--- config.mk ---
export PLATFORM = sky130hd
export DESIGN_NAME = icache_hit_check
export DESIGN_NICKNAME = d
export VERILOG_FILES = /design/src/logic/icache_pkg.sv /design/src/logic/icache_hit_check.sv
export SDC_FILE = /design/constraint.sdc
export NUM_CORES = 1
export LEC_CHECK = 0
export BUFFER_PORTS_ARGS = -buffer_cell sky130_fd_sc_hd__buf_2
export CORE_AREA = 2 2 255 257
export DETAILED_ROUTE_END_ITERATION = 8
export DIE_AREA = 0 0 257 259
export GPL_TIMING_DRIVEN = 0
export PLACE_DENSITY = 0.43
export SLEW_MARGIN = 30
export SYNTH_ARGS = -nofsm -noshare
export SYNTH_HDL_FRONTEND = slang
export SYNTH_SLANG_ARGS = --single-unit
--- constraint.sdc ---
create_clock -name vclk -period 4
set_input_delay 0.8 -clock vclk [all_inputs]
set_output_delay 0.8 -clock vclk [all_outputs]
set_load 0.01 [all_outputs]
--- src/logic/icache_pkg.sv ---
package icache_pkg;

  ////////////////////////////////
  // geometry
  ////////////////////////////////

  // physical byte address
  localparam int unsigned addr_width     = 32;
  localparam int unsigned line_bytes     = 16;
  localparam int unsigned num_sets       = 64;
  // address split into tag | index | offset
  localparam int unsigned offset_width   = $clog2(line_bytes);
  localparam int unsigned index_width    = $clog2(num_sets);
  localparam int unsigned tag_width      = addr_width - index_width - offset_width;
  // 32-bit words per line select
  localparam int unsigned word_off_width = offset_width - 2;

  ////////////////////////////////
  // vector types
  ////////////////////////////////

  typedef logic [addr_width-1:0]     addr_t;
  typedef logic [tag_width-1:0]      tag_t;
  typedef logic [index_width-1:0]    set_idx_t;
  typedef logic [word_off_width-1:0] word_off_t;
  typedef logic [31:0]               word_t;
  typedef logic [8*line_bytes-1:0]   line_t;

  // fetch channel
  typedef struct packed {
    addr_t addr;
  } fetch_req_t;

  typedef struct packed {
    word_t data;
  } fetch_rsp_t;

  // refill channel, line_addr has the offset bits cleared
  typedef struct packed {
    addr_t line_addr;
  } refill_req_t;

  typedef struct packed {
    line_t data;
  } refill_rsp_t;

endpackage

--- src/logic/icache_hit_check.sv ---
`timescale 1ns/1ns

module icache_hit_check #(
  parameter int unsigned num_ways = 4
) (
  input  icache_pkg::tag_t  [num_ways-1:0] tags_i,
  input  logic              [num_ways-1:0] valids_i,
  input  icache_pkg::line_t [num_ways-1:0] lines_i,
  input  icache_pkg::tag_t                 tag_i,
  input  icache_pkg::word_off_t            word_off_i,
  output logic                             hit_o,
  output icache_pkg::word_t                word_o
);

  localparam int unsigned way_bits  = $clog2(num_ways);
  localparam int unsigned word_bits = $bits(icache_pkg::word_t);

  // per-way match
  logic [num_ways-1:0] hit_vec;
  logic [way_bits-1:0] hit_sel;

  always_comb begin
    for (int i = 0; i < num_ways; i++) begin
      hit_vec[i] = valids_i[i] && (tags_i[i] == tag_i);
    end
  end

  // lowest matching way wins
  always_comb begin
    hit_sel = '0;
    for (int i = num_ways - 1; i >= 0; i--) begin
      if (hit_vec[i]) begin
        hit_sel = way_bits'(i);
      end
    end
  end

  assign hit_o  = |hit_vec;
  // addressed word of the selected line
  assign word_o = lines_i[hit_sel][word_off_i * word_bits +: word_bits];

endmodule

==> results.txt <==
Status -> complete, but fails checks
Total number of vias -> 11.04k
F_max -> 0.2189 GHz
Failing checks -> setup timing
Top cell by count, worst path -> buf_12
Min cycle time layout -> 4.568 ns
Antenna-violating nets left -> 0
Drt wl/cell -> 26.10 µm
Mean Syn Cell Area -> 6.942 µm²
Largest net degree at the start of global routing -> 11
Final Net Count -> 2234
Tcrit/Tclk final -> 114.2%
Critical Path, Cell by Cell -> buf_6 -> xor2_2 -> nor4_2 -> nand4_1 -> or3_4 -> buf_12 -> or2_4 -> buf_12 -> buf_12 -> o221a_4 -> o41ai_2 -> nand4_1 -> buf_2
Worst EP required -> 3.20 ns
Share of cells above drive strength 1 -> 55.67%
Crit Path Category -> in2out
Max-slew headroom -> 34.61%
Layer with the highest usage -> met2
Drt drc -> 0
Crit path max fanout -> 6
FF+latch count -> 0
Row Count -> 93
GRT met3 Usage -> 3.202%
Grt met2 use -> 31.54%
Critical Path Source Type -> input pin
CTS hold repair buffers -> 0
Total Wirelength -> 64590 µm
Min setup slack post-route -> -0.5676 ns
Arr. time, crit path -> 3.77 ns
Area grow syn2layout -> 98.09%
Filler cells -> 7360
Crit-path leading delay family -> simple AND/OR/NAND/NOR gates
First-pass GRT wire length -> 85330 µm
Starting Density -> 9.944%
Sequential fraction of the synthesis area -> 0%
Core area -> 63880 µm²
Initial DRC Count -> 605
GR Util met1 -> 22.27%
Setup tns final -> -14.40 ns
Die footprint -> 66560 µm²
DP HPWL -> 52580 µm
Pins Over Slew Limit -> 0
Routed vias/inst -> 4.462
Synth Warn # -> 0
Netlist cell types -> 40
DP Worst Slack -> -1.955 ns
Gpl congestion -> 0.9323
Max incr delay on CP -> 0.40 ns
Commonest non-fill, non-tap cell in the layout -> buf_2
Max-cap viol count -> 0
Measured slew at the worst slew-check pin -> 0.9808 ns
Clock buffers -> 0
Final core occ -> 19.70%
Synthesized instance count -> 915
Crit path capture type -> output pin
PortBufs -> 661
Final setup viols -> 32
WP buf/inv -> 5
Vias in the first global route -> 11.60k
CP max stage cell -> or3_4
Global Route Usage Sum -> 18.05%
Synth Net Count -> 1543
Antenna violations before repair -> 14
Min-delay worst type -> in2out
Most frequent cells in the layout -> buf_2 (653), o21a_1 (98), o21ai_0 (80)
Area of the mapped netlist -> 6352 µm²
Seq. cell area -> 0 µm²
Congestion Overflow GR -> 0
I/O pin count -> 661
Die width -> 257 µm
Final hold viol count -> 0
RSZ-0062 raised after global routing -> yes
Die Y -> 259 µm
First-pass iteration count of the detailed router -> 7
[synth_stat cells (2+ instances only)]
cell	n	area (µm²)
o21a_1	98	735.7
o21ai_0	86	430.4
or3_1	85	531.8
o211a_1	66	660.6
clkbuf_1	60	225.2
nand2_1	57	214.0
xnor2_1	49	429.2
nand4_1	40	250.2
xor2_1	39	341.6
o2111ai_1	36	315.3
nor2_1	34	127.6
and3_1	30	187.7
nor3_1	26	130.1
and2_1	25	156.4
nor3b_1	25	187.7
o31ai_1	24	180.2
o221a_1	20	225.2
o41ai_2	16	260.3
buf_2	14	70.07
o221a_2	14	157.7
o41ai_1	14	122.6
nor4_1	10	62.56
nand3_1	7	35.03
o221ai_1	7	61.31
a21boi_0	6	45.04
o31a_1	6	52.55
buf_6	4	45.04
a21oi_1	2	10.01
buf_1	2	7.510
nor2b_1	2	12.51
or2_1	2	12.51
[per-layer routing]
layer	vias to the layer above	wire, µm
met3	101	4188
met5	-	57
met4	8	2077
met1	5257	27090
met2	585	31170
li1	5092	-
[logic make-up after synthesis]
family,after synthesis,synth area share (%)
buffers and inverters,81,5.535
AOI/OAI and AO/OA,402,52.18
and+or+nand+nor,344,30.16
xor gates and xnor gates,88,12.13
[cell type report]
cell class | count | area, µm² | area share [%]
Buffer | 76 | 853.3 | 6.781
Tap cell | 855 | 1070 | 8.502
Timing Repair Buffer | 693 | 3776 | 30.01
Multi-Input combinational cell | 834 | 6840 | 54.36
Antenna cell | 16 | 40.04 | 0.3182
Inverter | 1 | 3.754 | 0.02983
[timing repair]
action                     in CTS  in global routing
cloned                          4                  2
pin swaps                      55                 34
setup endpoints to repair      33                 32
buffers inserted               17                  9
gates resized for setup       292                 73
[tightest hold or removal path, cell delays in order]
cell and delay (ns):
buf_2 0.08, nand2_1 0.04, nand4_1 0.07, buf_2 0.13
[metrics by stage]
stage | hold WS [ns] | std cells | cell area (µm²)
2_1_floorplan | 1.740 | 915 | 6352
3_3_place_gp | 1.910 | 2431 | 10730
4_1_cts | 1.914 | 2451 | 12270
3_5_place_dp | 1.911 | 2432 | 10760
6_report | 1.915 | 2475 | 12580
5_1_grt | 1.938 | 2465 | 12560
[worst paths after layout]
check             slack (ns)  startpoint  depth (start not counted)        end
setup / recovery       -0.57  tags_i[57]                         13  word_o[6]
hold / removal          1.92  lines_i[5]                          4  word_o[5]
