==> src/logic/icache_replace.sv <==
`timescale 1ns/1ns

module icache_replace #(
  parameter int unsigned num_ways = 4
) (
  input  logic                clk_i,
  input  logic                rst_ni,
  input  logic [num_ways-1:0] valids_i,
  input  logic                latch_i,
  input  logic                advance_i,
  output logic [num_ways-1:0] victim_o
);

  localparam int unsigned way_bits = $clog2(num_ways);

  logic [7:0]          lfsr_q;
  logic                lfsr_fb;
  // lowest invalid way, one-hot
  logic [num_ways-1:0] inv_oh;
  logic                found;
  // pseudo-random way, one-hot
  logic [num_ways-1:0] rnd_oh;

  // x^8 + x^6 + x^5 + x^4 + 1
  assign lfsr_fb = lfsr_q[7] ^ lfsr_q[5] ^ lfsr_q[4] ^ lfsr_q[3];

  always_comb begin
    inv_oh = '0;
    found  = 1'b0;
    for (int i = 0; i < num_ways; i++) begin
      if (!valids_i[i] && !found) begin
        inv_oh[i] = 1'b1;
        found     = 1'b1;
      end
    end
    rnd_oh = '0;
    rnd_oh[lfsr_q[way_bits-1:0]] = 1'b1;
  end

  // lfsr steps only on a write into a full set
  always_ff @(posedge clk_i or negedge rst_ni) begin
    if (!rst_ni) begin
      lfsr_q   <= 8'hff;
      victim_o <= '0;
    end else begin
      if (advance_i) begin
        lfsr_q <= {lfsr_q[6:0], lfsr_fb};
      end
      // invalid way first, random only when the set is full
      if (latch_i) begin
        victim_o <= found ? inv_oh : rnd_oh;
      end
    end
  end

endmodule

==> config.mk <==
export PLATFORM = sky130hd
export DESIGN_NAME = icache_replace
export DESIGN_NICKNAME = d
export VERILOG_FILES = /design/src/logic/icache_replace.sv
export SDC_FILE = /design/constraint.sdc
export NUM_CORES = 1
export LEC_CHECK = 0
export BUFFER_PORTS_ARGS = -buffer_cell sky130_fd_sc_hd__buf_2
export CORE_MARGIN = 5
export CORE_UTILIZATION = 40
export DETAILED_ROUTE_END_ITERATION = 8
export GPL_ROUTABILITY_DRIVEN = 0
export GPL_TIMING_DRIVEN = 0
export SLEW_MARGIN = 20
export SYNTH_ARGS = -nofsm -noshare
export SYNTH_HDL_FRONTEND = slang
export SYNTH_SLANG_ARGS = --single-unit
==> constraint.sdc <==
create_clock -name clk_i -period 1.4 [get_ports clk_i]
set_input_delay 0.21 -clock clk_i [delete_from_list [all_inputs] [get_ports clk_i]]
set_output_delay 0.21 -clock clk_i [all_outputs]
set_load 0.01 [all_outputs]
==> run metrics <==
status=finished, final reports clean; Post-CTS Hold Buffers=1; Sink Count=12; Setup CP Type=flop to flop; Finished Layout Cells=slightly above 70; Worst Path Required=roughly 1.6 ns; initial antenna violation count=0; TritonCTS buffer count=3; Peak supply drop=0.898 mV; RSZ-0062 raised after global routing=false; Final Hold Viols=0; wire per inst=~12 um; Int Power=928 uW; Worst Hold Depth=2; element type at the critical path start=flop; DRT iter0 DRCs=8; CTS H-Tree Depth=1; largest net degree at the start of global routing=13; # resized after CTS=0; # fillers=between 100 and 150; Congestion Overflow GR=0; via count=between 300 and 400; vias in the first global route=around 330; CTS max path bufs=2; Final ANT Viol Nets=0; die area=2150 um2; Pwr per Cell Area=about 2000 nW/um2; Post-route DRC=0; Ports=12; Die W=between 40 and 50 um; hold slack=approximately 0.15 ns; routed vias/inst=just under 5; Yosys reg bits=12; hold crit path type=primary input to flop; Tot GR Track Use=0.0984; Initial Util=0.413; Slew headroom=0.821; Max-cap violations=0; hold path startpoint=valids_i[0]; Max Slew Vio Count=0; DR pass1 iterations=2; Clk network pwr share=0.217; worst slew pin tran=0.269 ns; Core Footprint=approximately 1300 um2; share of layout cells above drive strength 1=0.571; die height=~46 um; Layout area overhead=21.7%; hpwl dp=approximately 670 um; Worst R2R Path Depth=2; sequential area share after synthesis=0.585; number of I/O port buffers=10; Final Skew=about 0.00057 ns; fin nets=65; Psw=roughly 330 uW; Max Fclk=roughly 850 MHz; total of warnings raised by yosys=0; r2r setup slk=about 0.23 ns; Yosys cell types=18; Final Critical Period=between 1 and 1.5 ns; Clock transition at path regs=0.08 ns; Seq pwr share=0.526; Post-Place Cell Area=~600 um2; highest-count cells in the layout ignoring fill and taps=buf_2 (11), mux2_2 (8), dfstp_2 (8), dfrtp_1 (4); Hold Path Sink=victim_o[0]$_DFFE_PN0P_; Synth Net Count=between 40 and 50; RR Endpoint=victim_o[0]$_DFFE_PN0P_; diodes inserted=0; combinational share of power=0.257; Leak=between 0.0002 and 0.0003 uW; CP Data Arrival Time=1.36 ns; Mapped Area=between 500 and 600 um2; Sw Share=0.264; final WL=878 um; TNS Setup=0 ns; Cells after Synth=41; Worst-Skew Late Latency=about 0.27 ns; CTS tree=done; first-pass GRT wire length=between 1000 and 1500 um; row cnt=13; Critical Path Fanout Max=6; setup violators final=0; Worst R2R Start=lfsr_q[1]$_DFFE_PN1P_; Syn Area/Cell=12.9 um2; crit share post-route=0.838; setup bufs post-CTS=0; Finished Cell Area=approximately 650 um2; clock root cell=clkbuf_4; number of instances in the placed design=66; crit end category=flop; commonest non-fill, non-tap cell in the layout=buf_2
-- how the worst max path moves through the flow --
stage / start / to / slack (ns) / cells past startpoint
floorplan: lfsr_q[1]$_DFFE_PN1P_ / victim_o[0]$_DFFE_PN0P_ / 0.30 / 2
global placement: lfsr_q[1]$_DFFE_PN1P_ / victim_o[0]$_DFFE_PN0P_ / 0.28 / 2
detailed placement: lfsr_q[1]$_DFFE_PN1P_ / victim_o[0]$_DFFE_PN0P_ / 0.22 / 2
CTS: lfsr_q[1]$_DFFE_PN1P_ / victim_o[0]$_DFFE_PN0P_ / 0.21 / 2
global route: lfsr_q[1]$_DFFE_PN1P_ / victim_o[0]$_DFFE_PN0P_ / 0.16 / 2
finish: lfsr_q[1]$_DFFE_PN1P_ / victim_o[0]$_DFFE_PN0P_ / 0.23 / 2
-- flip-flops by register name (all words and copies together) (netlist names) --
register  flops
lfsr_q        8
victim_o      4
-- synth_stat cells, drive strengths merged --
master | number | area share
a21boi | 1 | 0.014
nand3b | 1 | 0.014
nand2 | 3 | 0.021
buf | 1 | 0.0094
a31o | 1 | 0.017
dfstp | 8 | 0.40
nand2b | 1 | 0.012
xnor2 | 3 | 0.050
o32ai | 1 | 0.017
inv | 1 | 0.0071
or4b | 1 | 0.019
o21ai | 1 | 0.0094
dfrtp | 4 | 0.19
a21oi | 2 | 0.019
nor2 | 2 | 0.014
nor2b | 1 | 0.012
a31oi | 1 | 0.012
mux2 | 8 | 0.17
-- area by class of cell --
class                           count  area, um2  area share
Buffer                              1       5.00     0.00775
Timing Repair Buffer               11       60.1      0.0930
Sequential cell                    12        310       0.481
Inverter                            1       3.75     0.00581
Tap cell                           15       18.8      0.0291
Multi-Input combinational cell     27        211       0.328
Clock buffer                        4       36.3      0.0562
-- routing by layer --
metal,GRT usage,wire length (um),vias up,share of wire
met4,0.0852,5,0,0.0057
li1,-,-,175,-
met5,0,0,-,0
met1,0.122,386,171,0.44
met2,0.140,445,5,0.51
met3,0.0234,41,2,0.047
-- cell families (layout without fill, tap and decap cells) --
| family | Yosys count | after routing | share of synthesized area |
|---|---|---|---|
| DFF | 12 | 12 | 0.585 |
| muxes | 8 | 8 | 0.170 |
| AOI/OAI and AO/OA | 7 | 7 | 0.0873 |
| xor gates and xnor gates | 3 | 3 | 0.0495 |
| buffers and inverters | 2 | 17 | 0.0165 |
| and+or+nand+nor | 9 | 9 | 0.0920 |
-- power by group through the flow --
stage,Sequential (uW),Clock (uW),Combinational (uW)
after global routing,690,303,359
after detailed placement,672,0,329
final,663,274,324
after floorplan,648,0,267
after global placement,668,0,320
after CTS,666,290,332
-- through the flow --
| step | total power, uW | utilization | setup WS, ns |
|---|---|---|---|
| after floorplan | 914 | - | 0.304 |
| after global placement | 988 | 0.466 | 0.283 |
| after detailed placement | 1000 | 0.466 | 0.215 |
| after CTS | 1290 | 0.502 | 0.208 |
| after global routing | 1350 | 0.502 | 0.163 |
| final | 1260 | 0.502 | 0.227 |
-- worst max-delay path, cell delays in order (launching register included) --
cell     delay, ns
dfstp_2       0.39
or4b_1        0.51
a31oi_1       0.19
(Power assumes the default switching activity.)
