File: src/logic/icache_pkg.sv
package icache_pkg;

  ////////////////////////////////
  // geometry
  ////////////////////////////////

  // physical byte address
  localparam int unsigned addr_width     = 32;
  localparam int unsigned line_bytes     = 16;
  localparam int unsigned num_sets       = 64;
  // address split into tag | index | offset
  localparam int unsigned offset_width   = $clog2(line_bytes);
  localparam int unsigned index_width    = $clog2(num_sets);
  localparam int unsigned tag_width      = addr_width - index_width - offset_width;
  // 32-bit words per line select
  localparam int unsigned word_off_width = offset_width - 2;

  ////////////////////////////////
  // vector types
  ////////////////////////////////

  typedef logic [addr_width-1:0]     addr_t;
  typedef logic [tag_width-1:0]      tag_t;
  typedef logic [index_width-1:0]    set_idx_t;
  typedef logic [word_off_width-1:0] word_off_t;
  typedef logic [31:0]               word_t;
  typedef logic [8*line_bytes-1:0]   line_t;

  // fetch channel
  typedef struct packed {
    addr_t addr;
  } fetch_req_t;

  typedef struct packed {
    word_t data;
  } fetch_rsp_t;

  // refill channel, line_addr has the offset bits cleared
  typedef struct packed {
    addr_t line_addr;
  } refill_req_t;

  typedef struct packed {
    line_t data;
  } refill_rsp_t;

endpackage

File: src/logic/icache_lookup.sv
`timescale 1ns/1ns

module icache_lookup (
  input  logic                   clk_i,
  input  logic                   rst_ni,
  input  icache_pkg::fetch_req_t fetch_req_i,
  input  logic                   capture_i,
  output icache_pkg::set_idx_t   index_o,
  output icache_pkg::tag_t       tag_o,
  output icache_pkg::word_off_t  word_off_o,
  output icache_pkg::addr_t      line_addr_o
);

  // address of the request under compare or refill
  icache_pkg::addr_t    addr_q;
  // set index of the incoming request
  icache_pkg::set_idx_t index_in;
  icache_pkg::set_idx_t index_q;

  assign index_in = fetch_req_i.addr[icache_pkg::offset_width +: icache_pkg::index_width];
  assign index_q  = addr_q[icache_pkg::offset_width +: icache_pkg::index_width];

  // take the address on acceptance, hold it otherwise
  always_ff @(posedge clk_i or negedge rst_ni) begin
    if (!rst_ni) begin
      addr_q <= '0;
    end else if (capture_i) begin
      addr_q <= fetch_req_i.addr;
    end
  end

  // arrays read with the new index in the acceptance cycle
  assign index_o = capture_i ? index_in : index_q;

  // held fields for compare and refill
  assign tag_o      = addr_q[icache_pkg::addr_width-1 -: icache_pkg::tag_width];
  assign word_off_o = addr_q[icache_pkg::offset_width-1 -: icache_pkg::word_off_width];

  // refill goes out line aligned
  assign line_addr_o = {tag_o, index_q, {icache_pkg::offset_width{1'b0}}};

endmodule

File: config.mk
export PLATFORM = sky130hd
export DESIGN_NAME = icache_lookup
export DESIGN_NICKNAME = d
export VERILOG_FILES = /design/src/logic/icache_pkg.sv /design/src/logic/icache_lookup.sv
export SDC_FILE = /design/constraint.sdc
export NUM_CORES = 1
export LEC_CHECK = 0
export BUFFER_PORTS_ARGS = -buffer_cell sky130_fd_sc_hd__buf_2
export CELL_PAD_IN_SITES_DETAIL_PLACEMENT = 0
export CELL_PAD_IN_SITES_GLOBAL_PLACEMENT = 2
export CORE_AREA = 4 4 65 97
export CTS_CLUSTER_SIZE = 25
export DETAILED_ROUTE_END_ITERATION = 8
export DIE_AREA = 0 0 69 101
export GPL_TIMING_DRIVEN = 1
export PLACE_DENSITY = 0.8
export SYNTH_ARGS = -nofsm -noshare
export SYNTH_HDL_FRONTEND = slang
export SYNTH_SLANG_ARGS = --single-unit
File: constraint.sdc
create_clock -name clk_i -period 1.9 [get_ports clk_i]
set_input_delay 0.095 -clock clk_i [delete_from_list [all_inputs] [get_ports clk_i]]
set_output_delay 0.095 -clock clk_i [all_outputs]
set_load 0.01 [all_outputs]
==> impl_summary.txt <==
----------------------------------------------------
[Critical path]
  Capturing element type of the critical path ... output port
  Critical path arrival ... 1.07 ns
  Bufs and invs on worst path ... 1
  Master of the slowest instance on the critical path ... sky130_fd_sc_hd__dfrtp_1
  Required time at the worst-slack endpoint ... 1.80 ns
  Sequence of cells on the critical path ... mux2_4 > buf_2
  Top delay family on crit path ... flip-flops
  Maximum fanout along the worst path ... 2
  Crit Path Category ... flop to output port
  Slowest cell delay on critical path ... about 0.38 ns
  Crit path launch type ... flop

[Power]
  Worst-case vdd ir drop ... 0.344 mV
  Power density relative to cell area ... 872 nW/µm²
  Leakage power figure ... between 1 and 1.5 nW
  Total power consumption of the routed design ... around 0.0016 W

[Synth]
  Dominant cell type by area after synthesis ... sky130_fd_sc_hd__dfrtp_1
  Number of register bits inferred by synthesis ... 30
  Share of Yosys cell area claimed by the top area cell type ... 52.4%
  Count of distinct cell types in the synthesized netlist ... 5
  Number of synthesis warnings ... 0
  Count of mapped cells out of synthesis ... 90
  Top cells by area in the synthesized netlist ... sky130_fd_sc_hd__dfrtp_1, sky130_fd_sc_hd__mux2_4, sky130_fd_sc_hd__buf_4, sky130_fd_sc_hd__buf_6, sky130_fd_sc_hd__conb_1
  Post-synthesis instance area ... ~1400 µm²
  Register area share after synthesis ... 52.4%
  Syn avg cell area ... 15.9 µm²

[Layout]
  Register name with the most flops ... addr_q
  Sequential cell area ... between 700 and 800 µm²
  Number of flip-flops in the largest register ... 30
  Number of nets in the final layout ... 198
  Fraction of final layout cells with drive strength greater than 1 ... 78.0%
  Area of the multi-input gates ... about 470 µm²
  Final Cell Area ... 1880 µm²
  Post-layout instance count excluding filler cells ... roughly 230
  # diodes ... 0
  Registers with the most flip-flops ... addr_q (30)
  Fillcell total ... 574
  Area growth, synth to finish ... 30.8%

[Timing]
  Final clock period utilization by the worst path ... 61.4%
  Setup violation total in the final timing report ... 0
  Pin slew with the least headroom to its limit ... 0.678 ns
  Setup repair after global routing missed its margin ... false
  Max-slew violations ... 0
  Hold Slack ... 0.0487 ns
  Total negative setup slack ... 0 ns
  Final hold viol count ... 0
  Headroom to the max-slew limit ... between 50% and 60%
  Post-route clock skew ... 0 ns
  Achievable clock frequency ... roughly 860 MHz
  Fin crit period ... 1.17 ns

[Place]
  Placed cell areas ... 1770 µm²
  Weighted congestion reported at the end of routability-driven placement ... 0.649
  Final HPWL from detailed placement ... 2230 µm
  PortBufs ... 90
  Count of placed standard cells including taps ... 225

[GRT]
  Global Route met2 Usage ... 14.4%
  GR Util All Layers ... under 10%
  Met1 GRT Util ... 8.66%
  Busiest layer in global routing ... met2
  Antenna violations before repair ... 0
  Largest net degree at the start of global routing ... 31
  Sum of overflow across all layers after global routing ... 0
  Vias in the first global route ... 920
  First-pass GRT wire length ... about 4500 µm
  Met3 usage in global routing ... 3.39%

[Floorplanning]
  Core Rows ... 33
  Die Wd ... 69 µm
  Area of the die ... ~7000 µm²
  Total I/O pin count ... 97
  Y dimension of the die ... 101 µm
  Initial Utilization ... 26.3%
  Area of the core ... 5450 µm²

[Clock tree]
  CTS root buf ... sky130_fd_sc_hd__clkbuf_8
  Insertion delay to the later sink of the worst-skew pair ... approximately 0.27 ns
  TritonCTS clock tree ... yes
  Clock transition at path regs ... ~0.060 ns
  Total clock sinks ... 30
  Total number of H-tree levels ... 2
  Max Buffers Root-to-Sink ... 2
  Number of clock buffers inserted by TritonCTS ... 5

[Route]
  Count of antenna-violating nets left after detailed routing ... 0
  Residual DRC ... 0
  Iteration-0 DRC Markers ... 17
  Vias per cell ... 3.81
  Routed via count ... 892
  Number of iterations in the first detailed-routing pass ... 3
  Final WL ... 3010 µm
  Drt wl/cell ... 12.9 µm

[Status]
  Status ... completed

[Hold path]
  Hold WC Path Type ... input pin to flop

[Run]
  MaxCap Viol Count ... 0

----------------------------------------------------
[kinds of logic (layout without fill, tap and decap cells)]
kind of cell	count (synthesis)	in the layout	synth area share (%)
other	1	4	0.262
multiplexers	30	30	31.4
flip-flops	30	30	52.4
buffers and inverters	29	100	16.0
[cell type report]
type,instances,share of cell area [%]
repair buffers,92,25.6
well taps,70,4.67
flip-flops and latches,30,40.0
clock inverters,1,0.267
multi-input cells,34,24.8
clock buffers,7,4.60
[cell usage in the layout, fill, tap and decap left out, drive strengths merged]
cell type / count
mux2: 30
conb: 4
clkinv: 1
dfrtp: 30
dlygate4sd3: 1
buf: 91
clkbuf: 7
[where the power goes]
part,internal (W),switching [W],total (W)
Clock,0.000292,0.000223,0.000515
Sequential,0.000704,0.0000426,0.000746
Combinational,0.000204,0.000169,0.000374
Total,0.00120,0.000435,0.00163
[through the flow]
step / util, % / setup WS [ns]
after detailed placement: 32.6 / 0.868
after global routing: 34.4 / 0.682
after CTS: 34.4 / 0.707
final: 34.4 / 0.733
after global placement: 32.6 / 0.871
after floorplan: - / 1.08
[Yosys cell counts]
library cell              number
sky130_fd_sc_hd__dfrtp_1      30
sky130_fd_sc_hd__buf_4        26
sky130_fd_sc_hd__conb_1        1
sky130_fd_sc_hd__buf_6         3
sky130_fd_sc_hd__mux2_4       30
[path summary, 6_finish.rpt]
kind,startpoint,end,slack [ns],cells after the start
worst min-delay path,fetch_req_i[30],addr_q[30],0.05,2
worst max register to register,addr_q[11],addr_q[11],1.11,1
worst max-delay path,addr_q[8],index_o[4],0.73,2
worst min register to register,addr_q[2],addr_q[2],0.50,1
min in group asynchronous,rst_ni,addr_q[12],0.40,2
max in group asynchronous,rst_ni,addr_q[21],1.06,2
[routing by layer]
layer / part of all wire (%) / up-vias
li1: - / 411
met4: 2.7 / 0
met3: 11 / 6
met5: 0 / -
met1: 36 / 415
met2: 50 / 60
[what timing repair did]
action | in CTS | in global routing
buffers inserted | 0 | 0
hold buffers | 1 | 0
endpoints found under the hold margin | 30 | 0
resized for setup | 0 | 0
Note: power is estimated with default switching activity, not from simulation.
