### src/logic/icache_pkg.sv
package icache_pkg;

  ////////////////////////////////
  // geometry
  ////////////////////////////////

  // physical byte address
  localparam int unsigned addr_width     = 32;
  localparam int unsigned line_bytes     = 16;
  localparam int unsigned num_sets       = 64;
  // address split into tag | index | offset
  localparam int unsigned offset_width   = $clog2(line_bytes);
  localparam int unsigned index_width    = $clog2(num_sets);
  localparam int unsigned tag_width      = addr_width - index_width - offset_width;
  // 32-bit words per line select
  localparam int unsigned word_off_width = offset_width - 2;

  ////////////////////////////////
  // vector types
  ////////////////////////////////

  typedef logic [addr_width-1:0]     addr_t;
  typedef logic [tag_width-1:0]      tag_t;
  typedef logic [index_width-1:0]    set_idx_t;
  typedef logic [word_off_width-1:0] word_off_t;
  typedef logic [31:0]               word_t;
  typedef logic [8*line_bytes-1:0]   line_t;

  // fetch channel
  typedef struct packed {
    addr_t addr;
  } fetch_req_t;

  typedef struct packed {
    word_t data;
  } fetch_rsp_t;

  // refill channel, line_addr has the offset bits cleared
  typedef struct packed {
    addr_t line_addr;
  } refill_req_t;

  typedef struct packed {
    line_t data;
  } refill_rsp_t;

endpackage

### src/logic/icache_ctrl.sv
`timescale 1ns/1ns

module icache_ctrl #(
  parameter int unsigned num_ways = 4
) (
  input  logic                    clk_i,
  input  logic                    rst_ni,
  input  logic                    flush_i,
  input  logic                    fetch_req_valid_i,
  output logic                    fetch_req_ready_o,
  output logic                    capture_o,
  input  logic                    hit_i,
  input  icache_pkg::word_t       hit_word_i,
  input  logic                    refill_req_ready_i,
  output logic                    refill_req_valid_o,
  input  logic                    refill_rsp_valid_i,
  input  icache_pkg::refill_rsp_t refill_rsp_i,
  input  icache_pkg::word_off_t   word_off_i,
  output logic                    fetch_rsp_valid_o,
  output icache_pkg::fetch_rsp_t  fetch_rsp_o,
  output logic                    rd_en_o,
  output logic                    wr_en_o,
  output logic                    flush_en_o,
  output icache_pkg::set_idx_t    flush_idx_o,
  output logic                    latch_o,
  output logic                    advance_o,
  input  logic [num_ways-1:0]     full_i,
  output logic                    miss_o
);

  localparam int unsigned word_bits = $bits(icache_pkg::word_t);

  typedef enum logic [1:0] {
    ctrl_flush,
    ctrl_idle,
    ctrl_compare,
    ctrl_miss
  } ctrl_state_e;

  ctrl_state_e          state_d, state_q;
  icache_pkg::set_idx_t flush_cnt_d, flush_cnt_q;
  // remembered flush request
  logic                 flush_pend_d, flush_pend_q;
  logic                 flush_last;

  assign flush_idx_o = flush_cnt_q;
  assign flush_last  = flush_cnt_q == icache_pkg::set_idx_t'(icache_pkg::num_sets - 1);

  ////////////////////////////////
  // next state and outputs
  ////////////////////////////////

  always_comb begin
    state_d            = state_q;
    flush_cnt_d        = flush_cnt_q;
    flush_pend_d       = flush_pend_q | flush_i;
    fetch_req_ready_o  = 1'b0;
    capture_o          = 1'b0;
    rd_en_o            = 1'b0;
    wr_en_o            = 1'b0;
    flush_en_o         = 1'b0;
    latch_o            = 1'b0;
    advance_o          = 1'b0;
    refill_req_valid_o = 1'b0;
    fetch_rsp_valid_o  = 1'b0;
    fetch_rsp_o.data   = hit_word_i;
    miss_o             = 1'b0;

    unique case (state_q)
      // clear one set per cycle
      ctrl_flush: begin
        flush_en_o  = 1'b1;
        flush_cnt_d = flush_cnt_q + 1'b1;
        if (flush_last) begin
          flush_cnt_d  = '0;
          flush_pend_d = 1'b0;
          state_d      = ctrl_idle;
        end
      end
      // pending flush goes first, else accept
      ctrl_idle: begin
        if (flush_pend_d) begin
          state_d = ctrl_flush;
        end else begin
          fetch_req_ready_o = 1'b1;
          if (fetch_req_valid_i) begin
            capture_o = 1'b1;
            rd_en_o   = 1'b1;
            state_d   = ctrl_compare;
          end
        end
      end
      // tags are at the array outputs now
      ctrl_compare: begin
        // victim taken from this set's valid bits
        latch_o = 1'b1;
        if (hit_i) begin
          fetch_rsp_valid_o = 1'b1;
          if (flush_pend_d) begin
            state_d = ctrl_flush;
          end else begin
            // back to back hits
            fetch_req_ready_o = 1'b1;
            state_d           = ctrl_idle;
            if (fetch_req_valid_i) begin
              capture_o = 1'b1;
              rd_en_o   = 1'b1;
              state_d   = ctrl_compare;
            end
          end
        end else begin
          // refill request stays up until taken
          refill_req_valid_o = 1'b1;
          if (refill_req_ready_i) begin
            miss_o  = 1'b1;
            state_d = ctrl_miss;
          end
        end
      end
      // line arrives once, write it and answer from it
      ctrl_miss: begin
        if (refill_rsp_valid_i) begin
          wr_en_o           = 1'b1;
          advance_o         = &full_i;
          fetch_rsp_valid_o = 1'b1;
          fetch_rsp_o.data  = refill_rsp_i.data[word_off_i * word_bits +: word_bits];
          state_d           = flush_pend_d ? ctrl_flush : ctrl_idle;
        end
      end
      default: begin
        state_d = ctrl_flush;
      end
    endcase
  end

  // reset starts with the flush walk
  always_ff @(posedge clk_i or negedge rst_ni) begin
    if (!rst_ni) begin
      state_q      <= ctrl_flush;
      flush_cnt_q  <= '0;
      flush_pend_q <= 1'b0;
    end else begin
      state_q      <= state_d;
      flush_cnt_q  <= flush_cnt_d;
      flush_pend_q <= flush_pend_d;
    end
  end

endmodule

### config.mk
export PLATFORM = sky130hd
export DESIGN_NAME = icache_ctrl
export DESIGN_NICKNAME = d
export VERILOG_FILES = /design/src/logic/icache_pkg.sv /design/src/logic/icache_ctrl.sv
export SDC_FILE = /design/constraint.sdc
export NUM_CORES = 1
export LEC_CHECK = 0
export BUFFER_PORTS_ARGS = -buffer_cell sky130_fd_sc_hd__buf_2
export CORE_AREA = 2 2 86 88
export CTS_BUF_LIST = sky130_fd_sc_hd__clkbuf_8
export DETAILED_ROUTE_END_ITERATION = 6
export DIE_AREA = 0 0 88 90
export PLACE_DENSITY = 0.68
export SYNTH_ARGS = -nofsm -noshare
export SYNTH_HDL_FRONTEND = slang
export SYNTH_SLANG_ARGS = --single-unit
### constraint.sdc
create_clock -name clk_i -period 1.8 [get_ports clk_i]
set_input_delay 0.09 -clock clk_i [delete_from_list [all_inputs] [get_ports clk_i]]
set_output_delay 0.09 -clock clk_i [all_outputs]
set_load 0.05 [all_outputs]
==> impl_metrics.ini <==
[outcome]
status = completed

[sta]
fmax_mhz = 574
final-hold-violation-count = 0
period_share = 0.968
setup_violations = 0
max_slew.worst_pin.slew_ns = 0.398
rsz0062_at_grt = true
fin_crit_ns = 1.74
drv_slew = 0
layout_setup_ws_ns = 0.0578
slew_headroom = 0.731
clock_skew_ns = 0.00457

[floorplan]
initial_core_util = 0.250
die_w_um = 88
fp.dieH_um = 90
boundaryPins = 221
die_area_mm2 = 0.00792
core_mm2 = 0.00702
num_rows = 31

[logic_synthesis]
synth-edff-count = 0
ys_types = 27
ys_warn_count = 0
synthArstFlopShare = 1.00
yosysTopAreaCellShare = 0.386
synthesis.area_mm2 = 0.00175
avgSynthCellArea_um2 = 12.7
ys_top_cells_by_area = mux4_2 (39%), mux2_2 (22%), dfrtp_1 (13%)
synthTopCellsByCount = mux2_2 (34), mux4_2 (30), nand2_1 (10)
synth.largest_area_cell = mux4_2
synthCells = 138
yosysMostFrequentCell = mux2_2
ys_seq_area_frac = 0.129
ys_seq_elements = 9
synth_nets = 316
synth_ff_type = dfrtp_1

[power]
switchingPower_uw = 364
powerDensity_mw_per_mm2 = 322
power.share.clock = 0.227
internal_power_uw = 682
swShare = 0.348
power_frac_seq = 0.194
total_power_mw = 1.05
pwr-share-comb = 0.579
leakage_nw = 1.63
vdd_drop_max_v = 0.000214

[routing]
drt-met1-wl_um = 2620
top_layer_used = met4
route.met3.wl_um = 521
ant_nets = 0
drt_iter0_drc = 31
firstDrtPassIters = 4
wl_per_cell_um = 15.6
routed_wl_um = 7180
drc = 0
via_per_inst = 4.69
dr_wl_met2_um = 3980
dr_total_vias = 2164

[clock_tree]
clkTransAtPathRegs_ns = 0.05
cts_tree = yes
cts.sinks = 9
cts_max_level = 1
cts_buffer_depth = 2
numCtsBuffers = 3
cts_root_buf = clkbuf_8
worstSkewPairLatency_ns = 0.23

[grt]
grt_pass1_wl_um = 10900
grt_max_degree = 23
grt_overflow = 0
grt_usage = 0.169
antenna_found_initial = 0
grt_pass1_vias = 2345

[cells_and_area]
final_cells = 461
diodes = 0
fin_util = 0.463
seq_area_um2 = 226
synthToLayoutAreaGrowth_pct = 85.6
fin_nets = 541
multiInputGateArea_mm2 = 0.00146
fillerInstances = 669
layout-drive-gt1-share = 0.854

[placed_design]
gp_congestion = 0.798
dp_cells = 451
port_buffers = 220
dp_hpwl_um = 6080
pre_cts_slack_ns = 0.0871

[worst_setup_path]
critPathMaxFanout = 10
end_kind = output pin
cp-start-kind = flip-flop
r2r_slack_ns = 0.08
cp.required_ns = 1.71
arrival_ns = 1.65
criticalPathCategory = reg2out

[hold_path]
min_path_type = in2reg

[flow_run]
max-cap-violations = 0
## cells in the final DEF (no fill, tap or decap), types with 2 or more instances in the layout
cell        n
o21ai_0     4
mux2_2     34
buf_4      26
ha_1        2
dfrtp_1     8
clkbuf_8    3
mux4_2     30
nand4_1     3
inv_1       4
buf_2     192
mux4_1      2
nor2_1      6
buf_6       6
xnor2_1     2
a21oi_1     3
buf_12      4
ha_4        2
nand2_1     9
## state kept, by name, summed over array words and instances, names as in the netlist
name / count
state_q: 2
flush_idx_o: 6
flush_pend_q: 1
## what timing repair did
action | CTS | global route
hold buffers | 1 | 0
gates cloned | 1 | 1
pin swaps | 2 | 0
setup endpoints to repair | 32 | 25
hold endpoints to repair | 9 | 0
buffers inserted | 2 | 1
resized for setup | 19 | 37
## power groups by stage
stage                     clock [mW]  combinational (mW)  sequential [mW]
after CTS                      0.242               0.593            0.203
after floorplan                    0               0.345            0.206
after detailed placement           0               0.580            0.206
after global placement             0               0.566            0.206
final                          0.238               0.605            0.203
after global routing           0.260               0.647            0.202
## kinds of logic (layout without fill, tap and decap cells)
| logic type | Yosys count | count (layout) | share of synthesized area |
|---|---|---|---|
| adder cells (fa/ha/maj) | 5 | 5 | 0.0357 |
| AND/OR/NAND/NOR | 28 | 28 | 0.0757 |
| flip-flops | 9 | 9 | 0.129 |
| buffers and inverters | 17 | 241 | 0.0750 |
| AO/OA/AOI/OAI | 9 | 9 | 0.0300 |
| multiplexers | 67 | 67 | 0.640 |
| XOR/XNOR | 3 | 3 | 0.0150 |
## metal layers
layer	vias to the layer above	GRT usage
met5	-	0
met4	0	0.0295
met3	10	0.0285
met2	114	0.330
met1	1031	0.188
li1	1009	-
## through the flow
stage | area [um2] | hold slack (ns) | TNS (ns)
floorplan | 1790 | -0.206 | 0
global placement | 3000 | -0.0488 | 0
detailed placement | 3000 | -0.0444 | 0
CTS | 3150 | 0.160 | 0
global route | 3250 | 0.170 | -0.0450
finish | 3250 | 0.159 | 0
## worst paths after layout
check	startpoint	end	cells past startpoint
worst max-delay path	state_q[1]	fetch_rsp_o[18]	5
worst min-delay path	flush_i	flush_pend_q	3
worst max register to register	state_q[1]	state_q[0]	6
worst min register to register	flush_idx_o[4]	flush_idx_o[4]	1
max in group asynchronous	rst_ni	state_q[0]	2
min in group asynchronous	rst_ni	flush_idx_o[2]	2
## final cells by class
class / count / area share
Timing Repair Buffer: 232 / 0.422
Tap cell: 99 / 0.0381
Clock inverter: 1 / 0.00154
Sequential cell: 9 / 0.0696
Multi-Input combinational cell: 112 / 0.450
Clock buffer: 3 / 0.0127
Inverter: 5 / 0.00577
## worst max-delay path: stages (launching register included)
cell and delay (ns):
dfrtp_1 0.42, ha_4 0.21, nand2_8 0.11, buf_12 0.14, mux2_2 0.32, buf_2 0.21
No activity file was read; power rests on OpenSTA's default activity.
